`config.mk`:
```
export PLATFORM = sky130hd
export DESIGN_NAME = store_format
export DESIGN_NICKNAME = d
export VERILOG_FILES = /design/src/source/dcache_pkg.sv /design/src/source/store_format.sv
export SDC_FILE = /design/constraint.sdc
export NUM_CORES = 1
export LEC_CHECK = 0
export BUFFER_PORTS_ARGS = -buffer_cell sky130_fd_sc_hd__buf_2
export CAP_MARGIN = 25
export CELL_PAD_IN_SITES_DETAIL_PLACEMENT = 0
export CELL_PAD_IN_SITES_GLOBAL_PLACEMENT = 1
export CORE_MARGIN = 2
export CORE_UTILIZATION = 20
export DETAILED_ROUTE_END_ITERATION = 6
export GPL_TIMING_DRIVEN = 1
export PLACE_DENSITY = 0.89
export SYNTH_ARGS = -nofsm -noshare
export SYNTH_HDL_FRONTEND = slang
export SYNTH_SLANG_ARGS = --single-unit
```
`constraint.sdc`:
```
create_clock -name vclk -period 1.75
set_input_delay 0.35 -clock vclk [all_inputs]
set_output_delay 0.35 -clock vclk [all_outputs]
set_load 0.02 [all_outputs]
```
`src/source/dcache_pkg.sv`:
```
package dcache_pkg;

  // Byte lanes on the 32-bit data path
  localparam int BYTE_LANES = 4;

  // Load width and sign codes from instr[14:12]
  localparam logic [2:0] FUNCT3_LB  = 3'b000;
  localparam logic [2:0] FUNCT3_LH  = 3'b001;
  localparam logic [2:0] FUNCT3_LW  = 3'b010;
  localparam logic [2:0] FUNCT3_LBU = 3'b100;
  localparam logic [2:0] FUNCT3_LHU = 3'b101;

  // Store width codes of which only the low two bits matter
  localparam logic [2:0] FUNCT3_SB  = 3'b000;
  localparam logic [2:0] FUNCT3_SH  = 3'b001;
  localparam logic [2:0] FUNCT3_SW  = 3'b010;

  typedef enum logic [1:0] {
    CACHE_IDLE,   // Serving hits, waiting for a miss or a store
    CACHE_WRITE,  // Single write-through transfer on the bus
    CACHE_FILL    // Burst read of one line into the victim way
  } cache_state_t;

endpackage

```
`src/source/store_format.sv`:
```
`timescale 1ns/1ps

module store_format (
  input  logic [31:0]                       store_data_i,  // Register value to store
  input  logic [1:0]                        byte_off_i,
  input  logic [1:0]                        width_i,       // funct3[1:0]
  output logic [31:0]                       lane_data_o,
  output logic [dcache_pkg::BYTE_LANES-1:0] lane_en_o
);

  localparam int LANES = dcache_pkg::BYTE_LANES;

  localparam logic [LANES-1:0] ONE_LANE  = {{(LANES - 1){1'b0}}, 1'b1};
  localparam logic [LANES-1:0] TWO_LANES = {{(LANES - 2){1'b0}}, 2'b11};

  always_comb begin
    case (width_i)
      dcache_pkg::FUNCT3_SB[1:0]: begin
        lane_data_o = {4{store_data_i[7:0]}};  // Same byte on every lane
        lane_en_o   = ONE_LANE << byte_off_i;
      end
      dcache_pkg::FUNCT3_SH[1:0]: begin
        lane_data_o = {2{store_data_i[15:0]}};
        // Halfwords sit on lanes 0-1 or 2-3
        lane_en_o   = TWO_LANES << {byte_off_i[1], 1'b0};
      end
      dcache_pkg::FUNCT3_SW[1:0]: begin
        lane_data_o = store_data_i;
        lane_en_o   = '1;
      end
      default: begin
        lane_data_o = store_data_i;
        lane_en_o   = '0;  // Reserved width writes nothing
      end
    endcase
  end

endmodule

```
==> parameters.txt <==
Parameter                              Value

Timing
  Slew of the pin with the lowest slew margin    around 0.25 ns
  Count of endpoints failing hold in the final timing report    0
  RSZ-0062 raised after global routing    false
  Total Negative Setup Slacks    0 ns
  Count of pins over their slew limit    0
  Fmax    0.6144 GHz
  Final cycle utilization of the critical path    93.00%
  Setup ws final    around 0.12 ns
  Count of endpoints failing setup in the final report    0
  Relative slew margins    between 80% and 90%
  Clock period minus worst slack    1.628 ns

Yosys
  Most frequent cells after synthesis    16 x sky130_fd_sc_hd__mux2_2, 10 x sky130_fd_sc_hd__mux2i_1, 10 x sky130_fd_sc_hd__o21ai_0, 9 x sky130_fd_sc_hd__buf_4, 8 x sky130_fd_sc_hd__nand2_1
  Cell area after technology mapping    ~510 um^2
  Per-instance average area after synthesis    7.898 um^2
  Count of mapped cells out of synthesis    64
  Post-synthesis net count    100
  Area leader, netlist    sky130_fd_sc_hd__mux2_2
  Ys Warns    0
  Post-synth top area share    35.64%
  Count of distinct cell types in the synthesized netlist    12
  Sequential share of the synthesized area    0%
  Cell with the most instances after synthesis    sky130_fd_sc_hd__mux2_2
  Cell types with the largest area share after synthesis    sky130_fd_sc_hd__mux2_2 36%, sky130_fd_sc_hd__mux2i_1 20%, sky130_fd_sc_hd__buf_4 13%

GRT
  All-layer global routing usage    under 10%
  Initial antenna violation count    0
  Layer carrying the most global-route usage    met2
  First-pass GRT wire length    2145 um
  Met3 Usage GRT    0%
  Largest net degree at the start of global routing    26
  Met2 track utilization from global routing    21.08%
  M1 GR Usage    9.641%
  Via count of the first global-routing pass    approximately 540
  Global route total overflow    0

Final layout
  Ant diodes    0
  Total of fill cells in the finished design    273
  Ratio of cells with drive above 1 in the final layout    between 70% and 80%
  Post-synthesis to final-layout area growth    62.62%
  Num sequential    0
  Area used by sequential logic in the layout    0 um^2
  NumNets Final    164
  Total of clock buffers placed in the layout    0

Floorplan
  Die H    around 54 um
  Number of ports placed on the die boundary    between 70 and 80
  Area of the placeable core    2432 um^2
  Std cell rows    18
  Initial Util    20.78%
  DIE WIDTH    between 50 and 60 um
  Full die area    between 2000 and 3000 um^2

Setup path
  CP startpoint kind    input pin
  Crit path largest cell delay    0.25 ns
  Setup crit end kind    output pin
  Arrival time worst endpoint    1.28 ns
  Number of buffers and inverters on the critical path    4
  Crit path from    width_i[1]
  Setup CP Type    in -> out
  Kind of cell with the highest combined delay on the critical path    buffers and inverters
  Slowest-stage cell, CP    sky130_fd_sc_hd__buf_4
  Data required time at the worst endpoint    around 1.4 ns
  Critical-path cell list    buf_2 > buf_4 > buf_4 > mux2i_1 > buf_2
  CP max FO    25

CTS
  Post-CTS Hold Buffers    0
  Setup Buffers After CTS    0
  Post-cts repair resize count    0

Place
  Global placement routability congestion    0.6598
  I/O Buffers    around 70
  Pre-CTS setup slack    0.1102 ns
  Detail Placement HPWL    about 1400 um

Drt
  Detail Route Antenna Nets    0
  DRC errors left    0
  Via/cell ratio    between 4 and 5
  DRT iter0 DRCs    1
  Total via count after detailed routing    680
  Routed len/inst    roughly 11 um
  Total detailed-routing wirelength    1652 um
  First-pass iteration count of the detailed router    2

Pwr
  Largest voltage drop on the vdd net    118.7 uV
  Cell Pwr Density    341.6 nW/um^2
  Leakage power    0.4667 nW

Min path
  Min-delay worst type    in -> out
  Start point of the worst min-delay path    store_data_i[3]

Run status
  Status    finished clean

Run
  Number of maximum-capacitance constraint violations    0
## cell families after synthesis
family	count (synthesis)	share of synthesized area, %
compound gates	14	13.86
buf+inv	14	21.28
simple gates	10	9.407
mux	26	55.45
## metal layers
| metal | vias to the layer above | wire, um |
|---|---|---|
| met1 | 313 | 603 |
| met2 | 24 | 962 |
| met5 | - | 0 |
| met3 | 0 | 86 |
| met4 | 0 | 0 |
| li1 | 343 | - |
## placed cells by master, fill, tap and decap left out, drive strengths merged
| master | count |
|---|---|
| mux2 | 16 |
| nand2 | 8 |
| o21ai | 10 |
| buf | 75 |
| nand2b | 1 |
| inv | 1 |
| a21oi | 4 |
| mux2i | 10 |
| nor2 | 1 |
## final cells by class
type                            instances  area [um^2]  share of cell area, %
Inverter                                1        3.754                 0.4566
Multi-Input combinational cell         50        397.9                  48.40
Tap cell                               30        37.54                  4.566
Timing Repair Buffer                   75        382.9                  46.58
## worst paths after layout
check	cells after the start	end	slack (ns)
max	5	lane_en_o[1]	0.12
min	2	lane_data_o[3]	0.96
## where the power goes
| group | internal (mW) | switching, mW | total (mW) |
|---|---|---|---|
| Clock | 0 | 0 | 0 |
| Sequential | 0 | 0 | 0 |
| Combinational | 0.120 | 0.161 | 0.281 |
| Total | 0.120 | 0.161 | 0.281 |
## stage by stage
stage	cell area, um^2	utilization, %	hold WS [ns]	instances	power (mW)
floorplan	505.5	-	0.8126	64	0.1869
global placement	822.0	33.80	0.9555	156	0.2781
detailed placement	822.0	33.80	0.9602	156	0.2840
CTS	822.0	33.80	0.9602	156	0.2847
global route	822.0	33.80	0.9706	156	0.3027
finish	822.0	33.80	0.9570	156	0.2808
(Power assumes the default switching activity.)
