$ cat config.mk
export PLATFORM = sky130hd
export DESIGN_NAME = load_format
export DESIGN_NICKNAME = d
export VERILOG_FILES = /design/src/source/dcache_pkg.sv /design/src/source/load_format.sv
export SDC_FILE = /design/constraint.sdc
export NUM_CORES = 1
export LEC_CHECK = 0
export BUFFER_PORTS_ARGS = -buffer_cell sky130_fd_sc_hd__clkbuf_2
export CORE_ASPECT_RATIO = 1.5
export CORE_MARGIN = 2
export CORE_UTILIZATION = 25
export DETAILED_ROUTE_END_ITERATION = 10
export SYNTH_ARGS = -nofsm -noshare
export SYNTH_HDL_FRONTEND = slang
export SYNTH_SLANG_ARGS = --single-unit
$ cat constraint.sdc
create_clock -name vclk -period 1
set_input_delay 0.05 -clock vclk [all_inputs]
set_output_delay 0.05 -clock vclk [all_outputs]
set_load 0.05 [all_outputs]
$ cat src/source/dcache_pkg.sv
package dcache_pkg;

  // Byte lanes on the 32-bit data path
  localparam int BYTE_LANES = 4;

  // Load width and sign codes from instr[14:12]
  localparam logic [2:0] FUNCT3_LB  = 3'b000;
  localparam logic [2:0] FUNCT3_LH  = 3'b001;
  localparam logic [2:0] FUNCT3_LW  = 3'b010;
  localparam logic [2:0] FUNCT3_LBU = 3'b100;
  localparam logic [2:0] FUNCT3_LHU = 3'b101;

  // Store width codes of which only the low two bits matter
  localparam logic [2:0] FUNCT3_SB  = 3'b000;
  localparam logic [2:0] FUNCT3_SH  = 3'b001;
  localparam logic [2:0] FUNCT3_SW  = 3'b010;

  typedef enum logic [1:0] {
    CACHE_IDLE,   // Serving hits, waiting for a miss or a store
    CACHE_WRITE,  // Single write-through transfer on the bus
    CACHE_FILL    // Burst read of one line into the victim way
  } cache_state_t;

endpackage

$ cat src/source/load_format.sv
`timescale 1ns/1ps

module load_format (
  input  logic [31:0] ram_data_i,   // Raw word from the data array
  input  logic [1:0]  byte_off_i,   // Byte offset within the word
  input  logic [2:0]  funct3_i,     // Load width and sign
  output logic [31:0] load_data_o   // Register-ready value
);

  logic [31:0] shifted;

  // Move the addressed byte or halfword down to bit 0
  assign shifted = ram_data_i >> {byte_off_i, 3'b000};

  always_comb begin
    case (funct3_i)
      dcache_pkg::FUNCT3_LB: begin
        load_data_o = {{24{shifted[7]}}, shifted[7:0]};
      end
      dcache_pkg::FUNCT3_LH: begin
        load_data_o = {{16{shifted[15]}}, shifted[15:0]};
      end
      dcache_pkg::FUNCT3_LBU: begin
        load_data_o = {24'h00_0000, shifted[7:0]};
      end
      dcache_pkg::FUNCT3_LHU: begin
        load_data_o = {16'h0000, shifted[15:0]};
      end
      default: begin
        load_data_o = ram_data_i;  // LW and reserved codes
      end
    endcase
  end

endmodule

==> flow_metrics.env <==
export IMPL_yosys_warnings=0
export IMPL_drt_wl_total_mm=4.96
export IMPL_synth_compound_area_frac=0.517
export IMPL_fmax_ghz=0.675
export IMPL_violations="negative setup slack"
export IMPL_power_switching_uw=979
export IMPL_slew_viol_final=0
export IMPL_crit_fanout=12
export IMPL_status="finished, violations left"
export IMPL_dieWidth_um=47.0
export IMPL_arrival_ns=1.43
export IMPL_fin_util=0.875
export IMPL_n_fill_cell=136
export IMPL_pwr_share_comb=1.000
export IMPL_design_area_um2=2320
export IMPL_endpoint_kind="output pin"
export IMPL_io_buffers=69
export IMPL_synthAdderAreaFrac=0
export IMPL_switching_share=0.551
export IMPL_gp_congestion=0.785
export IMPL_tns_ns=-11.50
export IMPL_seq_cell_count=0
export IMPL_cpPeakStageDelay_ns=0.57
export IMPL_vias=1383
export IMPL_drt_iter0_markers=21
export IMPL_grt_use_met3=0.0106
export IMPL_setup_ws_ns=-0.482
export IMPL_dp_hpwl_mm=2.86
export IMPL_viasPerCell=5.34
export IMPL_p_int_uw=796
export IMPL_overflow=0
export IMPL_synth_xor_area_share=0
export IMPL_hold_violations=0
export IMPL_drive_gt1_frac=0.833
export IMPL_tightest_slew_ns=0.294
export IMPL_core_region_area_um2=2650
export IMPL_synth_area_top_cells="nand2_1, o21ai_0, mux2_2, o31ai_1, a221oi_1"
export IMPL_finalNonFillerCells=259
export IMPL_yosysTopAreaCellShare=0.168
export IMPL_powerDensity_nw_per_um2=767
export IMPL_grt_pass1_wl_mm=6.42
export IMPL_synth_mux_area_frac=0.204
export IMPL_seqPwrFrac=0
export IMPL_antenna_found_initial=0
export IMPL_dpl_cell_area_um2=1730
export IMPL_crit_chain="buf_8, mux4_2, o211ai_4, buf_12, o21ai_1, clkbuf_8"
export IMPL_worstPathBufferInverterCount=3
export IMPL_postRouteAntennaNets=0
export IMPL_synth_largest_area_cell="nand2_1"
export IMPL_yosysMostFrequentCell="nand2_1"
export IMPL_ir_drop_uv=546
export IMPL_post_drt_wl_per_cell_um=19.2
export IMPL_clock_buffers=0
export IMPL_avgSynthCellArea_um2=6.53
export IMPL_syn_inst=106
export IMPL_cpLargestDelayFamily="multiplexers"
export IMPL_hold_buffers=0
export IMPL_grt_max_degree=21
export IMPL_synth_simple_area_share=0.199
export IMPL_fin_nets=261
export IMPL_fin_crit_sh=1.48
export IMPL_clockPowerShare=0
export IMPL_max_slew_margin=0.804
export IMPL_critPathRequiredTime_ns=0.95
export IMPL_synth_cell_types=26
export IMPL_syn_area_um2=692
export IMPL_firstDrtPassIters=4
export IMPL_start_util=0.261
export IMPL_seq_area_frac_synth=0
export IMPL_path_class="in -> out"
export IMPL_startpoint_type="input port"
export IMPL_slowest_stage="mux4_2"
export IMPL_diodes=0
export IMPL_setup_viol=32
export IMPL_syn2layout_area_growth_pct=235
export IMPL_grt_pass1_vias=1401
export IMPL_synth_common_cells="nand2_1, o21ai_0, mux2_2, o31ai_1"
export IMPL_min_path_type="in -> out"
export IMPL_layout_min_cycle_time_ns=1.48
export IMPL_drc_errors=0
export IMPL_chipHeight_um=68.4
export IMPL_synth_top_family_by_area="compound AO/OA/AOI/OAI gates"
export IMPL_rsz0062_at_grt="true"
export IMPL_busiest_layer="met2"
export IMPL_place_inst=250
export IMPL_drv_cap=0
export IMPL_leakagePower_uw=0.00107
export IMPL_die_area_um2=3210
export IMPL_use_met1=0.305
export IMPL_regArea_um2=0
export IMPL_num_rows=23
export IMPL_synth_nets=143
export IMPL_io_pin_count=69
export IMPL_gr_usage_met2=0.536
export IMPL_hold_slack_ns=0.447
export IMPL_gr_usage_all_layers=0.268
per-layer routing:
metal	up-vias	routed length, um
li1	646	-
met1	669	1740
met2	56	2930
met3	12	155
met4	0	143
met5	-	0
worst paths after layout:
kind,startpoint,endpoint,slack (ns),depth (start not counted)
worst max-delay path,byte_off_i[0],load_data_o[22],-0.48,6
worst min-delay path,ram_data_i[0],load_data_o[0],0.45,4
metrics by stage:
| step | setup slack [ns] | total power [uW] |
|---|---|---|
| after floorplan | -0.365 | 881 |
| after CTS | -0.464 | 1590 |
| after detailed placement | -0.529 | 1330 |
| after global placement | -0.495 | 1310 |
| final | -0.482 | 1780 |
| after global routing | -0.491 | 1840 |
timing repair:
action | in CTS | in global routing
endpoints found under the setup margin | 32 | 32
cloned | 0 | 0
pin swaps | 14 | 13
setup buffers | 6 | 5
resized for setup | 85 | 61
endpoints found under the hold margin | 0 | 0
final cells by class:
cell class         instances  area (um^2)  area share
inverters                  4         18.8     0.00810
multi-input cells         94         1030       0.445
repair buffers           124         1220       0.527
well taps                 37         46.3      0.0200
power by group through the flow:
stage	Clock, uW	Combinational (uW)	Sequential [uW]
2_1_floorplan	0	881	0
3_3_place_gp	0	1310	0
3_5_place_dp	0	1330	0
4_1_cts	0	1590	0
5_1_grt	0	1840	0
6_report	0	1780	0
placed cells by master, fill, tap and decap left out, types with 4 or more instances in the layout:
cell type | netlist | routed
a221oi_2 | 0 | 5
buf_12 | 0 | 5
buf_6 | 1 | 23
o21ai_2 | 0 | 10
mux2_4 | 0 | 4
o31ai_4 | 0 | 7
a22oi_2 | 0 | 5
buf_8 | 0 | 25
nand2_1 | 31 | 27
clkbuf_2 | 1 | 33
o21ai_4 | 0 | 10
buf_4 | 0 | 34
logic make-up after synthesis:
| family | count (synthesis) |
|---|---|
| buffers and inverters | 12 |
| AND/OR/NAND/NOR | 34 |
| multiplexers | 12 |
| AO/OA/AOI/OAI | 48 |
Note: power is estimated with default switching activity, not from simulation.
