$ cat config.mk
export PLATFORM = sky130hd
export DESIGN_NAME = dcache_tag_array
export DESIGN_NICKNAME = d
export VERILOG_FILES = /design/src/source/dcache_tag_array.sv
export SDC_FILE = /design/constraint.sdc
export NUM_CORES = 1
export LEC_CHECK = 0
export BUFFER_PORTS_ARGS = -buffer_cell sky130_fd_sc_hd__buf_2
export CAP_MARGIN = 20
export CORE_UTILIZATION = 25
export DETAILED_ROUTE_END_ITERATION = 10
export PLACE_DENSITY = 0.34
export SLEW_MARGIN = 20
export SYNTH_ARGS = -nofsm -noshare
export SYNTH_HDL_FRONTEND = slang
export SYNTH_SLANG_ARGS = --single-unit
$ cat constraint.sdc
create_clock -name cpu_clock_i -period 4.5 [get_ports cpu_clock_i]
set_input_delay 0.9 -clock cpu_clock_i [delete_from_list [all_inputs] [get_ports cpu_clock_i]]
set_output_delay 0.9 -clock cpu_clock_i [all_outputs]
set_load 0.02 [all_outputs]
$ cat src/source/dcache_tag_array.sv
`timescale 1ns/1ps

module dcache_tag_array #(
  parameter int SETS  = 64,
  parameter int TAG_W = 6
) (
  input  logic                    cpu_clock_i,
  input  logic                    rst_n_i,
  input  logic [$clog2(SETS)-1:0] set_i,
  input  logic [TAG_W-1:0]        tag_i,
  input  logic                    lookup_i,      // Qualifies the compare
  output logic [1:0]              hit_o,         // One bit per way
  output logic                    hit_way_o,
  output logic                    victim_way_o,  // Way to fill on a miss
  input  logic                    update_i,      // Install tag_i into the victim way
  input  logic                    mru_touch_i    // Record the hit way as most recent
);

  logic [TAG_W-1:0] tag0_q [SETS];
  logic [TAG_W-1:0] tag1_q [SETS];
  logic [SETS-1:0]  valid0_q;
  logic [SETS-1:0]  valid1_q;
  logic [SETS-1:0]  mru_q;     // 1 means way 1 was used last
  logic             valid0;
  logic             valid1;

  assign valid0 = valid0_q[set_i];
  assign valid1 = valid1_q[set_i];

  // Both ways compared in parallel
  assign hit_o[0]  = lookup_i & valid0 & (tag0_q[set_i] == tag_i);
  assign hit_o[1]  = lookup_i & valid1 & (tag1_q[set_i] == tag_i);
  assign hit_way_o = hit_o[1];

  // An empty way first, otherwise the one not used last
  assign victim_way_o = !valid0 ? 1'b0 :
                        !valid1 ? 1'b1 : ~mru_q[set_i];

  always_ff @(posedge cpu_clock_i) begin
    if (update_i) begin
      if (victim_way_o) begin
        tag1_q[set_i] <= tag_i;
      end else begin
        tag0_q[set_i] <= tag_i;
      end
    end
  end

  always_ff @(posedge cpu_clock_i) begin
    if (!rst_n_i) begin
      valid0_q <= '0;
      valid1_q <= '0;
      mru_q    <= '0;
    end else begin
      if (update_i) begin
        if (victim_way_o) begin
          valid1_q[set_i] <= 1'b1;
        end else begin
          valid0_q[set_i] <= 1'b1;
        end
      end
      if (mru_touch_i) begin
        mru_q[set_i] <= hit_way_o;
      end
    end
  end

endmodule

==> reports/qor.csv <==
stage,metric,value,unit
drt,vias_per_cell,5.02,
critical_path,worstReg2RegStart,valid1_q[15]$_SDFFE_PN0N_,
grt,antenna_found_initial,6,
floorplan,core_area,156000,um^2
timing,rsz0062_at_grt,yes,
synthesis,synthFlopType,edfxtp_1,
critical_path,cp.required,3.60,ns
critical_path,crit_path_max_fanout,6,
status,status,"finished, violations left",
synthesis,ys_seq_elements,960,
synthesis,synthCells,2816,
critical_path,cp.arrival,3.80,ns
clock_network,h-tree-depth,3,
synthesis,async_reset_ff_share,0,%
power,p_leak,17.4,nW
place,dp_hpwl,112,mm
run,max_cap_violations,0,
synthesis,synth_common_cells,"edfxtp_1, nand2_1, dfxtp_1",
clock_network,cts_tree,built,
clock_network,hold_buffers,0,
place,port-buffer-count,20,
timing,setup_ws,-0.205,ns
worst_hold_path,min_to,valid1_q[58]$_SDFFE_PN0N_,
synthesis,synth_edf_count,768,
timing,final_max_slew_viol_count,0,
timing,final_hold_viol_count,0,
power,clkPwrFrac,45.1,%
power,power.net_switching,5.02,mW
clock_network,clkSinkCount,960,
clock_network,insertion_delay,0.74,ns
timing,setup_violations,3,
clock_network,numCtsBuffers,113,
power,p_comb_share,8.7,%
cells_and_area,fin_nets,3358,
status,violations,setup timing,
grt,grt_pass1_vias,28471,
synthesis,synth_nets,2833,
grt,grt.total_usage,20.3,%
timing,period_minus_slack,4.70,ns
grt,overflow,0,
timing,period_share,105,%
floorplan,core.rowCount,145,
power,sw_frac_of_total,24.1,%
synthesis,ys_top_cells_by_area,"edfxtp_1, dfxtp_1, mux2i_1",
cells_and_area,seq_area,26900,um^2
drt,first_iter_violations,2469,
power,ir_worst_vdd,311,uV
critical_path,critPathLaunchType,primary input,
cells_and_area,area_delta_synth_final,31.6,%
worst_hold_path,min_from,valid1_q[58]$_SDFFE_PN0N_,
synthesis,synth_top_cell_area_share,58.7,%
drt,wl_per_cell,29.6,um
synthesis,synthDistinctLibCells,81,
worst_hold_path,timing.hold.worst_path_depth,2,
grt,grt_max_degree,115,
drt,ant_nets,0,
synthesis,syn_avg_cell_area,13.9,um^2
power,power_frac_seq,46.2,%
drt,drc_errors,0,
grt,grt_pass1_wl,227,mm
clock_network,clockBufferDepth,3,
clock_network,root_buffer,clkbuf_16,
synthesis,ys_warn_count,0,
critical_path,path_class,primary input to output pin,
floorplan,die_height,398,um
critical_path,endpoint_kind,output pin,
cells_and_area,layout-drive-gt1-share,32.3,%
cells_and_area,multi_input_area,11900,um^2
cells_and_area,finalInstanceArea,51700,um^2
clock_network,clk_transition_reported_paths,0.05,ns
floorplan,initial_core_util,25.2,%
worst_hold_path,hp-class,flip-flop to flip-flop,
timing,slew_headroom,28.0,%
drt,dr.pass1.iters,5,
timing,worstMarginPinSlew,1.07,ns
power,p_per_area,403,nW/um^2
synthesis,synth_top_area_cell,edfxtp_1,
floorplan,die_w,398,um
timing,clock-skew-final,0.0460,ns
place,place_area,46300,um^2
floorplan,die_area,159000,um^2
critical_path,ff2ff_setup_slack,0.91,ns
timing,fmax,0.213,GHz
synthesis,synth_area,39300,um^2
synthesis,synth.most_common_cell,edfxtp_1,
cells_and_area,fill_cells,15337,
power,power,20.8,mW
critical_path,reg2reg_depth,13,
floorplan,pin_count,21,
synthesis,ys_seq_area_share,68.5,%
power,intPower,15.8,mW
drt,routed_wl,163,mm
drt,vias,27635,
critical_path,r2r-end,tag1_q[58][2]$_DFFE_PP_,
place,gp_congestion,0.819,
-- metal layers --
layer	vias up	track usage [%]	wire (um)
li1	12164	-	-
met1	14479	27.4	73100
met3	188	2.82	7080
met4	0	5.46	4150
met5	-	0	0
met2	804	34.0	78500
-- power groups by stage --
| stage | combinational [mW] | clock, mW | sequential [mW] |
|---|---|---|---|
| after floorplan | 0.670 | 0 | 9.80 |
| after global placement | 1.64 | 0 | 9.80 |
| after detailed placement | 1.65 | 0 | 9.80 |
| after CTS | 1.77 | 9.62 | 9.61 |
| after global routing | 1.88 | 9.94 | 9.61 |
| final | 1.81 | 9.39 | 9.61 |
-- through the flow --
| stage | setup TNS (ns) | hold WS [ns] | std cells | worst slack [ns] | util, % |
|---|---|---|---|---|---|
| after floorplan | 0 | 0.417 | 2816 | 0.00733 | - |
| after global placement | -237.41 | 0.430 | 5234 | -0.881 | 29.6 |
| after detailed placement | -231.34 | 0.440 | 5235 | -0.873 | 29.7 |
| after CTS | -0.674 | 0.440 | 5489 | -0.211 | 32.8 |
| after global routing | -0.611 | 0.450 | 5500 | -0.248 | 33.1 |
| final | -0.383 | 0.449 | 5501 | -0.205 | 33.1 |
-- cells by family (layout without fill, tap and decap cells) --
family / Yosys count / in the layout / share of synthesized area [%]
compound gates: 663 / 663 / 12.0
xor+xnor: 8 / 8 / 0.178
buf+inv: 266 / 892 / 3.48
flops: 960 / 960 / 68.5
mux: 224 / 224 / 7.14
other cells: 0 / 1 / 0
simple gates: 695 / 695 / 8.67
-- sequential cells by signal (all words and copies together) (netlist names) --
name / cells
tag0_q: 384
tag1_q: 384
mru_q: 64
valid0_q: 64
valid1_q: 64
-- how the worst max path moves through the flow --
| stage | start | depth (start not counted) | to | slack [ns] |
|---|---|---|---|---|
| 6_report | set_i[1] | 15 | hit_o[0] | -0.20 |
| 5_1_grt | set_i[0] | 14 | hit_o[0] | -0.25 |
| 4_1_cts | set_i[2] | 15 | hit_way_o | -0.21 |
| 3_5_place_dp | set_i[2] | 15 | hit_o[1] | -0.87 |
| 3_3_place_gp | set_i[1] | 15 | hit_way_o | -0.88 |
| 2_1_floorplan | set_i[1] | 14 | hit_o[0] | 0.007 |
-- worst max-delay path: stages --
cell     delay, ns
buf_16        0.15
buf_16        0.16
buf_4         0.12
buf_4         0.15
nor3b_4       0.08
buf_6         0.15
a22o_1        0.19
o31a_1        0.28
a31oi_2       0.23
o22ai_2       0.14
or3_4         0.35
xor2_2        0.16
nor4_4        0.42
buf_4         0.18
buf_6         0.11
-- repair_timing --
item,CTS,global route
resized for setup,139,75
setup endpoints to repair,4,4
pin swaps,47,29
setup buffers,35,9
cloned,5,2
-- layout by cell type (no fill, tap or decap), types with 73 or more instances in the layout --
master     netlist  routed
nand4_1         76      76
buf_12           0      82
edfxtp_1       768     768
o22ai_1        120     111
o21ai_0        118     108
a22oi_1         90      73
a221oi_1        95      77
clkbuf_16        0     115
nor2_1         134     131
buf_4           21     524
dfxtp_1        192     192
nand2_1        256     253
mux2i_1        116     111
-- final cells by class --
class | count | share of cell area, %
Antenna cell | 1 | 0.00484
Clock buffer | 141 | 5.87
Clock inverter | 75 | 1.48
Inverter | 15 | 0.119
Multi-Input combinational cell | 1590 | 23.1
Sequential cell | 960 | 52.0
Tap cell | 2058 | 4.98
Timing Repair Buffer | 661 | 12.4
No activity file was read; power rests on OpenSTA's default activity.
