`src/source/dcache_pkg.sv`:
```
package dcache_pkg;

  // Byte lanes on the 32-bit data path
  localparam int BYTE_LANES = 4;

  // Load width and sign codes from instr[14:12]
  localparam logic [2:0] FUNCT3_LB  = 3'b000;
  localparam logic [2:0] FUNCT3_LH  = 3'b001;
  localparam logic [2:0] FUNCT3_LW  = 3'b010;
  localparam logic [2:0] FUNCT3_LBU = 3'b100;
  localparam logic [2:0] FUNCT3_LHU = 3'b101;

  // Store width codes of which only the low two bits matter
  localparam logic [2:0] FUNCT3_SB  = 3'b000;
  localparam logic [2:0] FUNCT3_SH  = 3'b001;
  localparam logic [2:0] FUNCT3_SW  = 3'b010;

  typedef enum logic [1:0] {
    CACHE_IDLE,   // Serving hits, waiting for a miss or a store
    CACHE_WRITE,  // Single write-through transfer on the bus
    CACHE_FILL    // Burst read of one line into the victim way
  } cache_state_t;

endpackage

```
`src/source/dcache_ctrl.sv`:
```
`timescale 1ns/1ps

module dcache_ctrl #(
  parameter  int SETS      = 64,
  parameter  int LINE_POW2 = 2,
  parameter  int AW        = 12,
  localparam int SET_W     = $clog2(SETS),
  localparam int IDX_W     = $clog2(2 * SETS * (2 ** LINE_POW2)),
  localparam int LANES     = dcache_pkg::BYTE_LANES
) (
  input  logic             cpu_clock_i,
  input  logic             rst_n_i,
  input  logic [AW+1:0]    cpu_addr_i,     // Byte address
  input  logic             cpu_mem_write_i,
  input  logic             cpu_valid_i,
  input  logic [1:0]       hit_i,
  input  logic             victim_way_i,
  input  logic [31:0]      lane_data_i,    // Formatted store data
  input  logic [LANES-1:0] lane_en_i,
  input  logic             stall_i,
  input  logic             ack_i,
  input  logic             err_i,
  output logic             cpu_en_o,       // Low stalls the pipeline
  output logic             fill_o,
  output logic [IDX_W-1:0] fill_addr_o,
  output logic [LANES-1:0] array_wr_en_o,
  output logic             tag_update_o,
  output logic             mru_touch_o,
  output logic             cyc_o,
  output logic             stb_o,
  output logic             we_o,
  output logic [AW-1:0]    adr_o,          // Word address
  output logic [31:0]      dat_o,
  output logic [LANES-1:0] sel_o
);

  localparam int WORDS = 2 ** LINE_POW2;
  localparam int CW    = LINE_POW2 + 1;   // Room to count all WORDS

  dcache_pkg::cache_state_t state_q;

  logic [CW-1:0]    issue_cnt_q;  // Reads accepted by the slave
  logic [CW-1:0]    ack_cnt_q;    // Reads returned
  logic [SET_W-1:0] set;
  logic             any_hit;
  logic             good_ack;
  logic             issue_ok;
  logic             last_issue;
  logic             last_ack;
  logic             store_req;
  logic             miss_load;
  logic             write_done;
  logic             idle;

  assign set        = cpu_addr_i[SET_W+LINE_POW2+1 -: SET_W];
  assign any_hit    = |hit_i;
  assign good_ack   = ack_i & ~err_i;
  assign issue_ok   = stb_o & ~stall_i;
  assign last_issue = issue_cnt_q == CW'(WORDS - 1);
  assign last_ack   = ack_cnt_q == CW'(WORDS - 1);
  assign idle       = state_q == dcache_pkg::CACHE_IDLE;
  assign fill_o     = state_q == dcache_pkg::CACHE_FILL;
  assign store_req  = cpu_valid_i & cpu_mem_write_i;
  assign miss_load  = cpu_valid_i & ~cpu_mem_write_i & ~any_hit;
  assign write_done = (state_q == dcache_pkg::CACHE_WRITE) & ack_i;

  // Stores wait for their ack, loads wait for a hit
  assign cpu_en_o = ~((store_req & ~write_done) | miss_load);

  assign tag_update_o = fill_o & ack_i & last_ack;
  assign mru_touch_o  = idle & cpu_valid_i & ~cpu_mem_write_i & any_hit;

  // Fill words on every clean ack, store bytes only on a hit
  assign array_wr_en_o = fill_o                           ? {LANES{good_ack}} :
                         (write_done & ~err_i & any_hit)  ? lane_en_i : '0;

  if (LINE_POW2 == 0) begin : gen_fill_word
    assign fill_addr_o = {victim_way_i, set};
  end else begin : gen_fill_line
    assign fill_addr_o = {victim_way_i, set, ack_cnt_q[LINE_POW2-1:0]};
  end

  always_ff @(posedge cpu_clock_i) begin
    if (!rst_n_i) begin
      state_q     <= dcache_pkg::CACHE_IDLE;
      cyc_o       <= 1'b0;
      stb_o       <= 1'b0;
      we_o        <= 1'b0;
      issue_cnt_q <= '0;
      ack_cnt_q   <= '0;
    end else begin
      case (state_q)
        dcache_pkg::CACHE_IDLE: begin
          issue_cnt_q <= '0;
          ack_cnt_q   <= '0;
          if (store_req) begin
            state_q <= dcache_pkg::CACHE_WRITE;
            cyc_o   <= 1'b1;
            stb_o   <= 1'b1;
            we_o    <= 1'b1;
          end else if (miss_load) begin
            state_q <= dcache_pkg::CACHE_FILL;
            cyc_o   <= 1'b1;
            stb_o   <= 1'b1;
            we_o    <= 1'b0;
          end
        end
        dcache_pkg::CACHE_WRITE: begin
          if (issue_ok) begin
            stb_o <= 1'b0;
          end
          if (ack_i) begin
            cyc_o   <= 1'b0;
            state_q <= dcache_pkg::CACHE_IDLE;
          end
        end
        dcache_pkg::CACHE_FILL: begin
          if (issue_ok) begin
            issue_cnt_q <= issue_cnt_q + 1'b1;
            if (last_issue) begin
              stb_o <= 1'b0;  // Whole line requested
            end
          end
          if (ack_i) begin
            ack_cnt_q <= ack_cnt_q + 1'b1;
            if (last_ack) begin
              cyc_o   <= 1'b0;
              state_q <= dcache_pkg::CACHE_IDLE;
            end
          end
        end
        default: state_q <= dcache_pkg::CACHE_IDLE;
      endcase
    end
  end

  // Bus payload held while stalled
  always_ff @(posedge cpu_clock_i) begin
    if (idle) begin
      if (store_req) begin
        adr_o <= cpu_addr_i[AW+1:2];
        dat_o <= lane_data_i;
        sel_o <= lane_en_i;
      end else if (miss_load) begin
        adr_o <= cpu_addr_i[AW+1:2] & ~AW'(WORDS - 1);  // Line base
        sel_o <= '1;
      end
    end else if (fill_o && issue_ok && !last_issue) begin
      adr_o <= adr_o + 1'b1;
    end
  end

endmodule

```
`config.mk`:
```
export PLATFORM = sky130hd
export DESIGN_NAME = dcache_ctrl
export DESIGN_NICKNAME = d
export VERILOG_FILES = /design/src/source/dcache_pkg.sv /design/src/source/dcache_ctrl.sv
export SDC_FILE = /design/constraint.sdc
export NUM_CORES = 1
export LEC_CHECK = 0
export BUFFER_PORTS_ARGS = -buffer_cell sky130_fd_sc_hd__buf_2
export CORE_ASPECT_RATIO = 0.8
export CORE_MARGIN = 3
export CORE_UTILIZATION = 49
export CTS_CLUSTER_SIZE = 30
export DETAILED_ROUTE_END_ITERATION = 10
export PLACE_DENSITY_LB_ADDON = 0.08
export SLEW_MARGIN = 20
export SYNTH_ARGS = -nofsm -noshare
export SYNTH_HDL_FRONTEND = slang
export SYNTH_SLANG_ARGS = --single-unit
```
`constraint.sdc`:
```
create_clock -name cpu_clock_i -period 3.9 [get_ports cpu_clock_i]
set_clock_uncertainty 0.2 [all_clocks]
set_input_delay 0.78 -clock cpu_clock_i [delete_from_list [all_inputs] [get_ports cpu_clock_i]]
set_output_delay 0.78 -clock cpu_clock_i [all_outputs]
set_load 0.01 [all_outputs]
```
==> results of run 1 <==
## area by class of cell
type                    instances  area [sq um]
fillers                       416          1690
flip-flops and latches         59          1660
multi-input cells             121           818
repair buffers                125           631
clock buffers                   9           124
well taps                      62          77.6
clock inverters                 6          57.6
inverters                      10          37.5
## flip-flops by register name, indices dropped and copies added (netlist names)
register / count
ack_cnt_q: 3
adr_o: 12
cyc_o: 1
dat_o: 32
issue_cnt_q: 3
sel_o: 4
state_q: 2
stb_o: 1
we_o: 1
## synthesized netlist by cell type, types with 4 or more instances
cell,n,area [sq um]
edfxtp_1,48,1440
nand2_1,27,101
dfxtp_1,11,220
inv_1,10,37.5
o21ai_0,10,50.1
buf_4,9,67.6
ha_1,9,113
xnor2_1,9,78.8
nor2_1,7,26.3
or2_2,5,31.3
a21o_1,4,30.0
buf_2,4,20.0
mux2i_1,4,40.0
nor2b_1,4,25.0
## per-layer routing
| layer | routed length, um | track usage (%) |
|---|---|---|
| met5 | 0 | 0 |
| met4 | 36 | 6.30 |
| met3 | 453 | 7.24 |
| met2 | 2460 | 26.8 |
| met1 | 2340 | 22.2 |
## stage by stage
stage               total power [mW]  instances  utilization [%]  cell area [sq um]  hold WS, ns
floorplan                      0.911        205                -               2610        0.254
global placement               0.997        377             63.3               3230        0.249
detailed placement              1.00        377             63.3               3230        0.247
CTS                             1.52        392             66.9               3410        0.264
global route                    1.58        392             66.9               3410        0.288
finish                          1.50        392             66.9               3410        0.258
## critical path, stage by stage, from the launching register on
cell and delay (ns):
dfxtp_1 0.40, inv_1 0.08, ha_1 0.36, nor3_1 0.45, a21o_1 0.18, buf_2 0.12
## power by group
group	switching [mW]	leakage (nW)	total [mW]	internal, mW
logic	0.129	0.893	0.225	0.0961
clock network	0.226	0.0963	0.512	0.287
registers	0.0244	0.533	0.760	0.735
## layout by cell type (no fill, tap or decap), types with 2 or more instances in the layout
cell type / synthesis / routed
mux2i_1: 4 / 4
nand2_1: 27 / 27
nor3_1: 3 / 3
o21ai_0: 10 / 10
a21boi_1: 2 / 2
or2_2: 5 / 5
o22ai_1: 2 / 2
buf_4: 9 / 2
o21ai_1: 3 / 3
a32oi_1: 2 / 2
edfxtp_1: 48 / 48
nor2_1: 7 / 7
nand2b_1: 3 / 3
clkinv_2: 0 / 3
ha_1: 9 / 9
and2_1: 2 / 2
dfxtp_1: 11 / 11
clkbuf_8: 0 / 9
a21oi_1: 3 / 3
nor2b_1: 4 / 4
inv_1: 10 / 10
buf_2: 4 / 123
nand3_1: 3 / 3
and3_1: 2 / 2
xnor2_1: 9 / 9
a21o_1: 4 / 4
nor3_2: 3 / 3
## cell families (layout without fill, tap and decap cells)
family / after synthesis / in the layout
compound gates: 33 / 33
xor+xnor: 10 / 10
fa+ha+maj: 9 / 9
buf+inv: 25 / 150
flops: 59 / 59
mux: 4 / 4
simple gates: 65 / 65
## worst max-delay path by stage
| stage | cells after the start | from | endpoint |
|---|---|---|---|
| 2_1_floorplan | 4 | ack_i | array_wr_en_o[0] |
| 3_3_place_gp | 5 | ack_i | array_wr_en_o[3] |
| 3_5_place_dp | 5 | ack_i | array_wr_en_o[1] |
| 4_1_cts | 5 | state_q[0] | array_wr_en_o[1] |
| 5_1_grt | 5 | state_q[0] | array_wr_en_o[1] |
| 6_report | 5 | state_q[0] | array_wr_en_o[1] |
==> run summary, run 1 <==
Final Setup Violations -> 0
Overall routing resource usage -> 17.4%
Multiplexer share of the synthesized area -> 1.53%
Syn nets -> 274
End of the worst register-to-register path -> adr_o[1]
Hold crit path type -> reg2reg
Htree depth -> 3
RePlAce Congestion -> 0.733
Peak VDD IR -> 0.259 mV
Worst slew pin tran -> 0.524 ns
Yosys synthesis warning count -> 0
Required time worst endpoint -> 2.92 ns
Initial Util -> 51.3%
Worst skew pair latency -> 0.32 ns
IO Port Bufs -> 123
N_diodes -> 0
Vias -> 1903
Post-Synth Simple-Gate Area -> 14.0%
CP Capture Type -> output port
Top_reg_cell synth -> edfxtp_1
Async S/R FF share, synth -> 0%
Cts hold-fix bufs -> 0
Tmin final -> 2.89 ns
CTS tree -> done
Post-CTS Resized -> 0
Worst setup margin -> 1.01 ns
IO Pins -> 128
Syn Inst Count -> 205
Final setup TNS -> 0 ns
Die height -> 71.3 um
Syn avg cell area -> 12.8 sq um
Post-Route WL -> 5300 um
Leakage dissipation -> 1.52 nW
Tcrit/Tclk final -> 74.1%
Global-route wire length before repair -> 8300 um
DIE AREA -> 6250 sq um
Status -> complete, no violations
Clk sinks -> 59
Place WS -> 1.25 ns
RSZ-0062 raised after global routing -> no
Initial DRC count -> 65
Die width -> 87.7 um
Reg clk slew, reported paths -> 0.06 ns
Clock Tree Root -> clkbuf_8
CP startpoint kind -> flop
Antenna-violating nets left -> 0
Number of global-route vias before repair -> 1742
Register area share after synthesis -> 63.6%
Vias per inst -> 4.85
Hold wc startpoint -> cyc_o
Hpwl dp -> 4040 um
Synthesis-to-finish area growth -> 30.3%
CP max FO -> 12
Post-Synth XOR/XNOR Area -> 3.35%
Yosys cell types -> 41
Area share of fa/ha/maj cells after synthesis -> 4.31%
Post-synthesis compound-gate area fraction -> 8.14%
Hold Path Depth -> 2
Post-CTS Setup Inserts -> 0
DRC violations left -> 0
Reg2reg start -> state_q[0]
Max-slew violations -> 0
Avg WL per Cell -> 13.5 um
#FFs+latches synth -> 59
Arr. time, crit path -> 1.91 ns
Pre-Repair DR Iteration Count -> 5
Nets -> 395
Cts bufs inserted -> 9
Rows -> 23
Global route overflow -> 0
Peak Freq -> 346 MHz
Critical path class -> reg2out
Core Area -> 5090 sq um
Largest net degree at the start of global routing -> 34
Largest family of logic cells by synthesized area -> simple AND/OR/NAND/NOR gates
Worst reg2reg path depth -> 6
Initial antenna violation count -> 0
Worst slew margin -> 65.0%
Final hold viol count -> 0
Synth Cell Area -> 2610 sq um
Pwr Density -> 439 nW/um^2
CTS Buffer Depth -> 2
Proportion of layout cells with a drive suffix above 1 -> 46.4%
Worst hold path endpoint -> cyc_o
Setup slack, reg-to-reg -> 1.75 ns
Post-synth EDFFs -> 48
Max-cap violation count -> 0
(Power assumes the default switching activity.)
==> run 2, diff against run 1 <==
--- a/config.mk
+++ b/config.mk
@@ -8,7 +8,7 @@
 export BUFFER_PORTS_ARGS = -buffer_cell sky130_fd_sc_hd__buf_2
 export CORE_ASPECT_RATIO = 0.8
 export CORE_MARGIN = 3
-export CORE_UTILIZATION = 49
+export CORE_UTILIZATION = 41
 export CTS_CLUSTER_SIZE = 30
 export DETAILED_ROUTE_END_ITERATION = 10
 export PLACE_DENSITY_LB_ADDON = 0.08
==> constraint.sdc (replaced) <==
create_clock -name cpu_clock_i -period 2.52 [get_ports cpu_clock_i]
set_clock_uncertainty 0.2 [all_clocks]
set_input_delay 0.504 -clock cpu_clock_i [delete_from_list [all_inputs] [get_ports cpu_clock_i]]
set_output_delay 0.504 -clock cpu_clock_i [all_outputs]
set_load 0.01 [all_outputs]
==> run summary, run 2 (synthesis results as in run 1) <==
CP max FO -> 4
Peak Freq -> 418 MHz
CTS Buffer Depth -> 2
Routed wl met3 -> 506 um
Worst slew pin tran -> 0.423 ns
Slowest stage cell on the critical path -> dfxtp_1
Rows -> 25
Global-route wire length before repair -> 8650 um
Clk sinks -> 59
Die height -> 77.4 um
Final setup TNS -> 0 ns
Arr. time, crit path -> 1.69 ns
Largest registers -> dat_o x32, adr_o x12, sel_o x4
Largest register FFs -> 32
DRC violations left -> 0
Worst Path Buf+Inv -> 2
Htree depth -> 3
Vias per inst -> 4.58
Pwr Total -> 2.26 mW
Leakage dissipation -> 1.51 nW
CTS tree -> done
Post-CTS Setup Inserts -> 0
Proportion of layout cells with a drive suffix above 1 -> 47.1%
Setup slack, reg-to-reg -> 0.56 ns
Placed instance area -> 3260 sq um
Max-cap violation count -> 0
Pwr Density -> 654 nW/um^2
CP startpoint kind -> flop
RSZ-0062 raised after global routing -> no
RePlAce Congestion -> 0.736
Required time worst endpoint -> 1.82 ns
Cts bufs inserted -> 9
Post-Route WL -> 5520 um
Number of global-route vias before repair -> 1768
Worst skew pair latency -> 0.33 ns
Largest net degree at the start of global routing -> 35
Die width -> 95.3 um
Tmin final -> 2.39 ns
Final hold viol count -> 0
Worst slew margin -> 71.8%
Metal2 WL -> 2510 um
Reg clk slew, reported paths -> 0.07 ns
Core Area -> 6040 sq um
IO Port Bufs -> 123
Pre-Repair DR Iteration Count -> 4
Final hold slack -> 0.140 ns
Final Setup Violations -> 0
Crit-path cells -> inv_1 -> ha_1 -> nor3_2 -> a21o_1 -> buf_2
Critical path class -> reg2out
Synthesis-to-finish area growth -> 32.0%
Commonest non-fill, non-tap cell in the layout -> buf_2
Top Layer Used -> met4
Tcrit/Tclk final -> 94.9%
Status -> complete, no violations
IO Pins -> 128
Initial antenna violation count -> 0
Vias -> 1895
Peak VDD IR -> 0.302 mV
Nets -> 397
Hpwl dp -> 4120 um
CP Capture Type -> output port
Hold crit path type -> in2reg
Initial Util -> 43.3%
Final Instance Area -> 3450 sq um
Overall routing resource usage -> 15.7%
Global route overflow -> 0
CP delay by family, top -> flip-flops
N_diodes -> 0
Max-slew violations -> 0
Crit path largest cell delay -> 0.43 ns
Fillers -> 534
Largest Register -> dat_o
Avg WL per Cell -> 13.3 um
Initial DRC count -> 73
Antenna-violating nets left -> 0
Metal-1 WL -> 2470 um
DIE AREA -> 7370 sq um
Commonest non-fill, non-tap cells in the layout -> buf_2, edfxtp_1, nand2_1
Clock Tree Root -> clkbuf_8
==> run 2: changes by cell type in the layout (fill, tap and decap cells not counted), sizes merged <==
cell      delta
clkinvlp     +3
buf          +2
clkinv       -2
bufinv       -1
inv          +1
==> run 2: where the power goes <==
| part | switching, mW | leakage (nW) | internal, mW | total, mW |
|---|---|---|---|---|
| Combinational | 0.204 | 0.904 | 0.153 | 0.357 |
| Clock | 0.371 | 0.0767 | 0.350 | 0.721 |
| Sequential | 0.0395 | 0.533 | 1.14 | 1.18 |
==> run 2: final timing paths <==
path,depth (start not counted),end,startpoint
hold / removal,1,dat_o[26],lane_data_i[26]
hold reg to reg,2,cyc_o,cyc_o
setup / recovery,5,array_wr_en_o[2],state_q[0]
setup reg to reg,4,dat_o[19],state_q[1]
==> run 2: metrics by stage <==
step	std cells	util [%]	setup WS, ns
2_1_floorplan	205	-	0.451
3_3_place_gp	398	54.1	0.377
3_5_place_dp	398	54.1	0.362
4_1_cts	414	56.9	0.132
5_1_grt	414	57.1	0.00609
6_report	414	57.1	0.130
==> run 2: timing repair <==
item | CTS | global route
gates resized for setup | 1 | 2
setup endpoints to repair | 4 | 2
gates cloned | 0 | 0
pin swaps | 0 | 1
hold buffers | 0 | 0
==> run 2: per-layer routing <==
layer	vias to the layer above	GRT usage (%)
li1	964	-
met1	851	20.5
met2	76	23.0
met3	4	7.27
met4	0	5.33
met5	-	0
==> run 2: cell type report <==
class                      count  area, sq um  share of cell area, %
inverter                      10         37.5                   1.09
clock inverter                 7         43.8                   1.27
tap                           81          101                   2.94
clock buffer                   9          124                   3.59
sequential                    59         1660                   48.2
multi-input combinational    121          836                   24.2
timing repair buffer         127          646                   18.7
==> run 2: worst reg2reg max path, cell delays in order (launching register included) <==
cell and delay (ns):
dfxtp_1 0.34, inv_1 0.13, ha_1 0.36, and3_1 0.20, buf_4 0.38
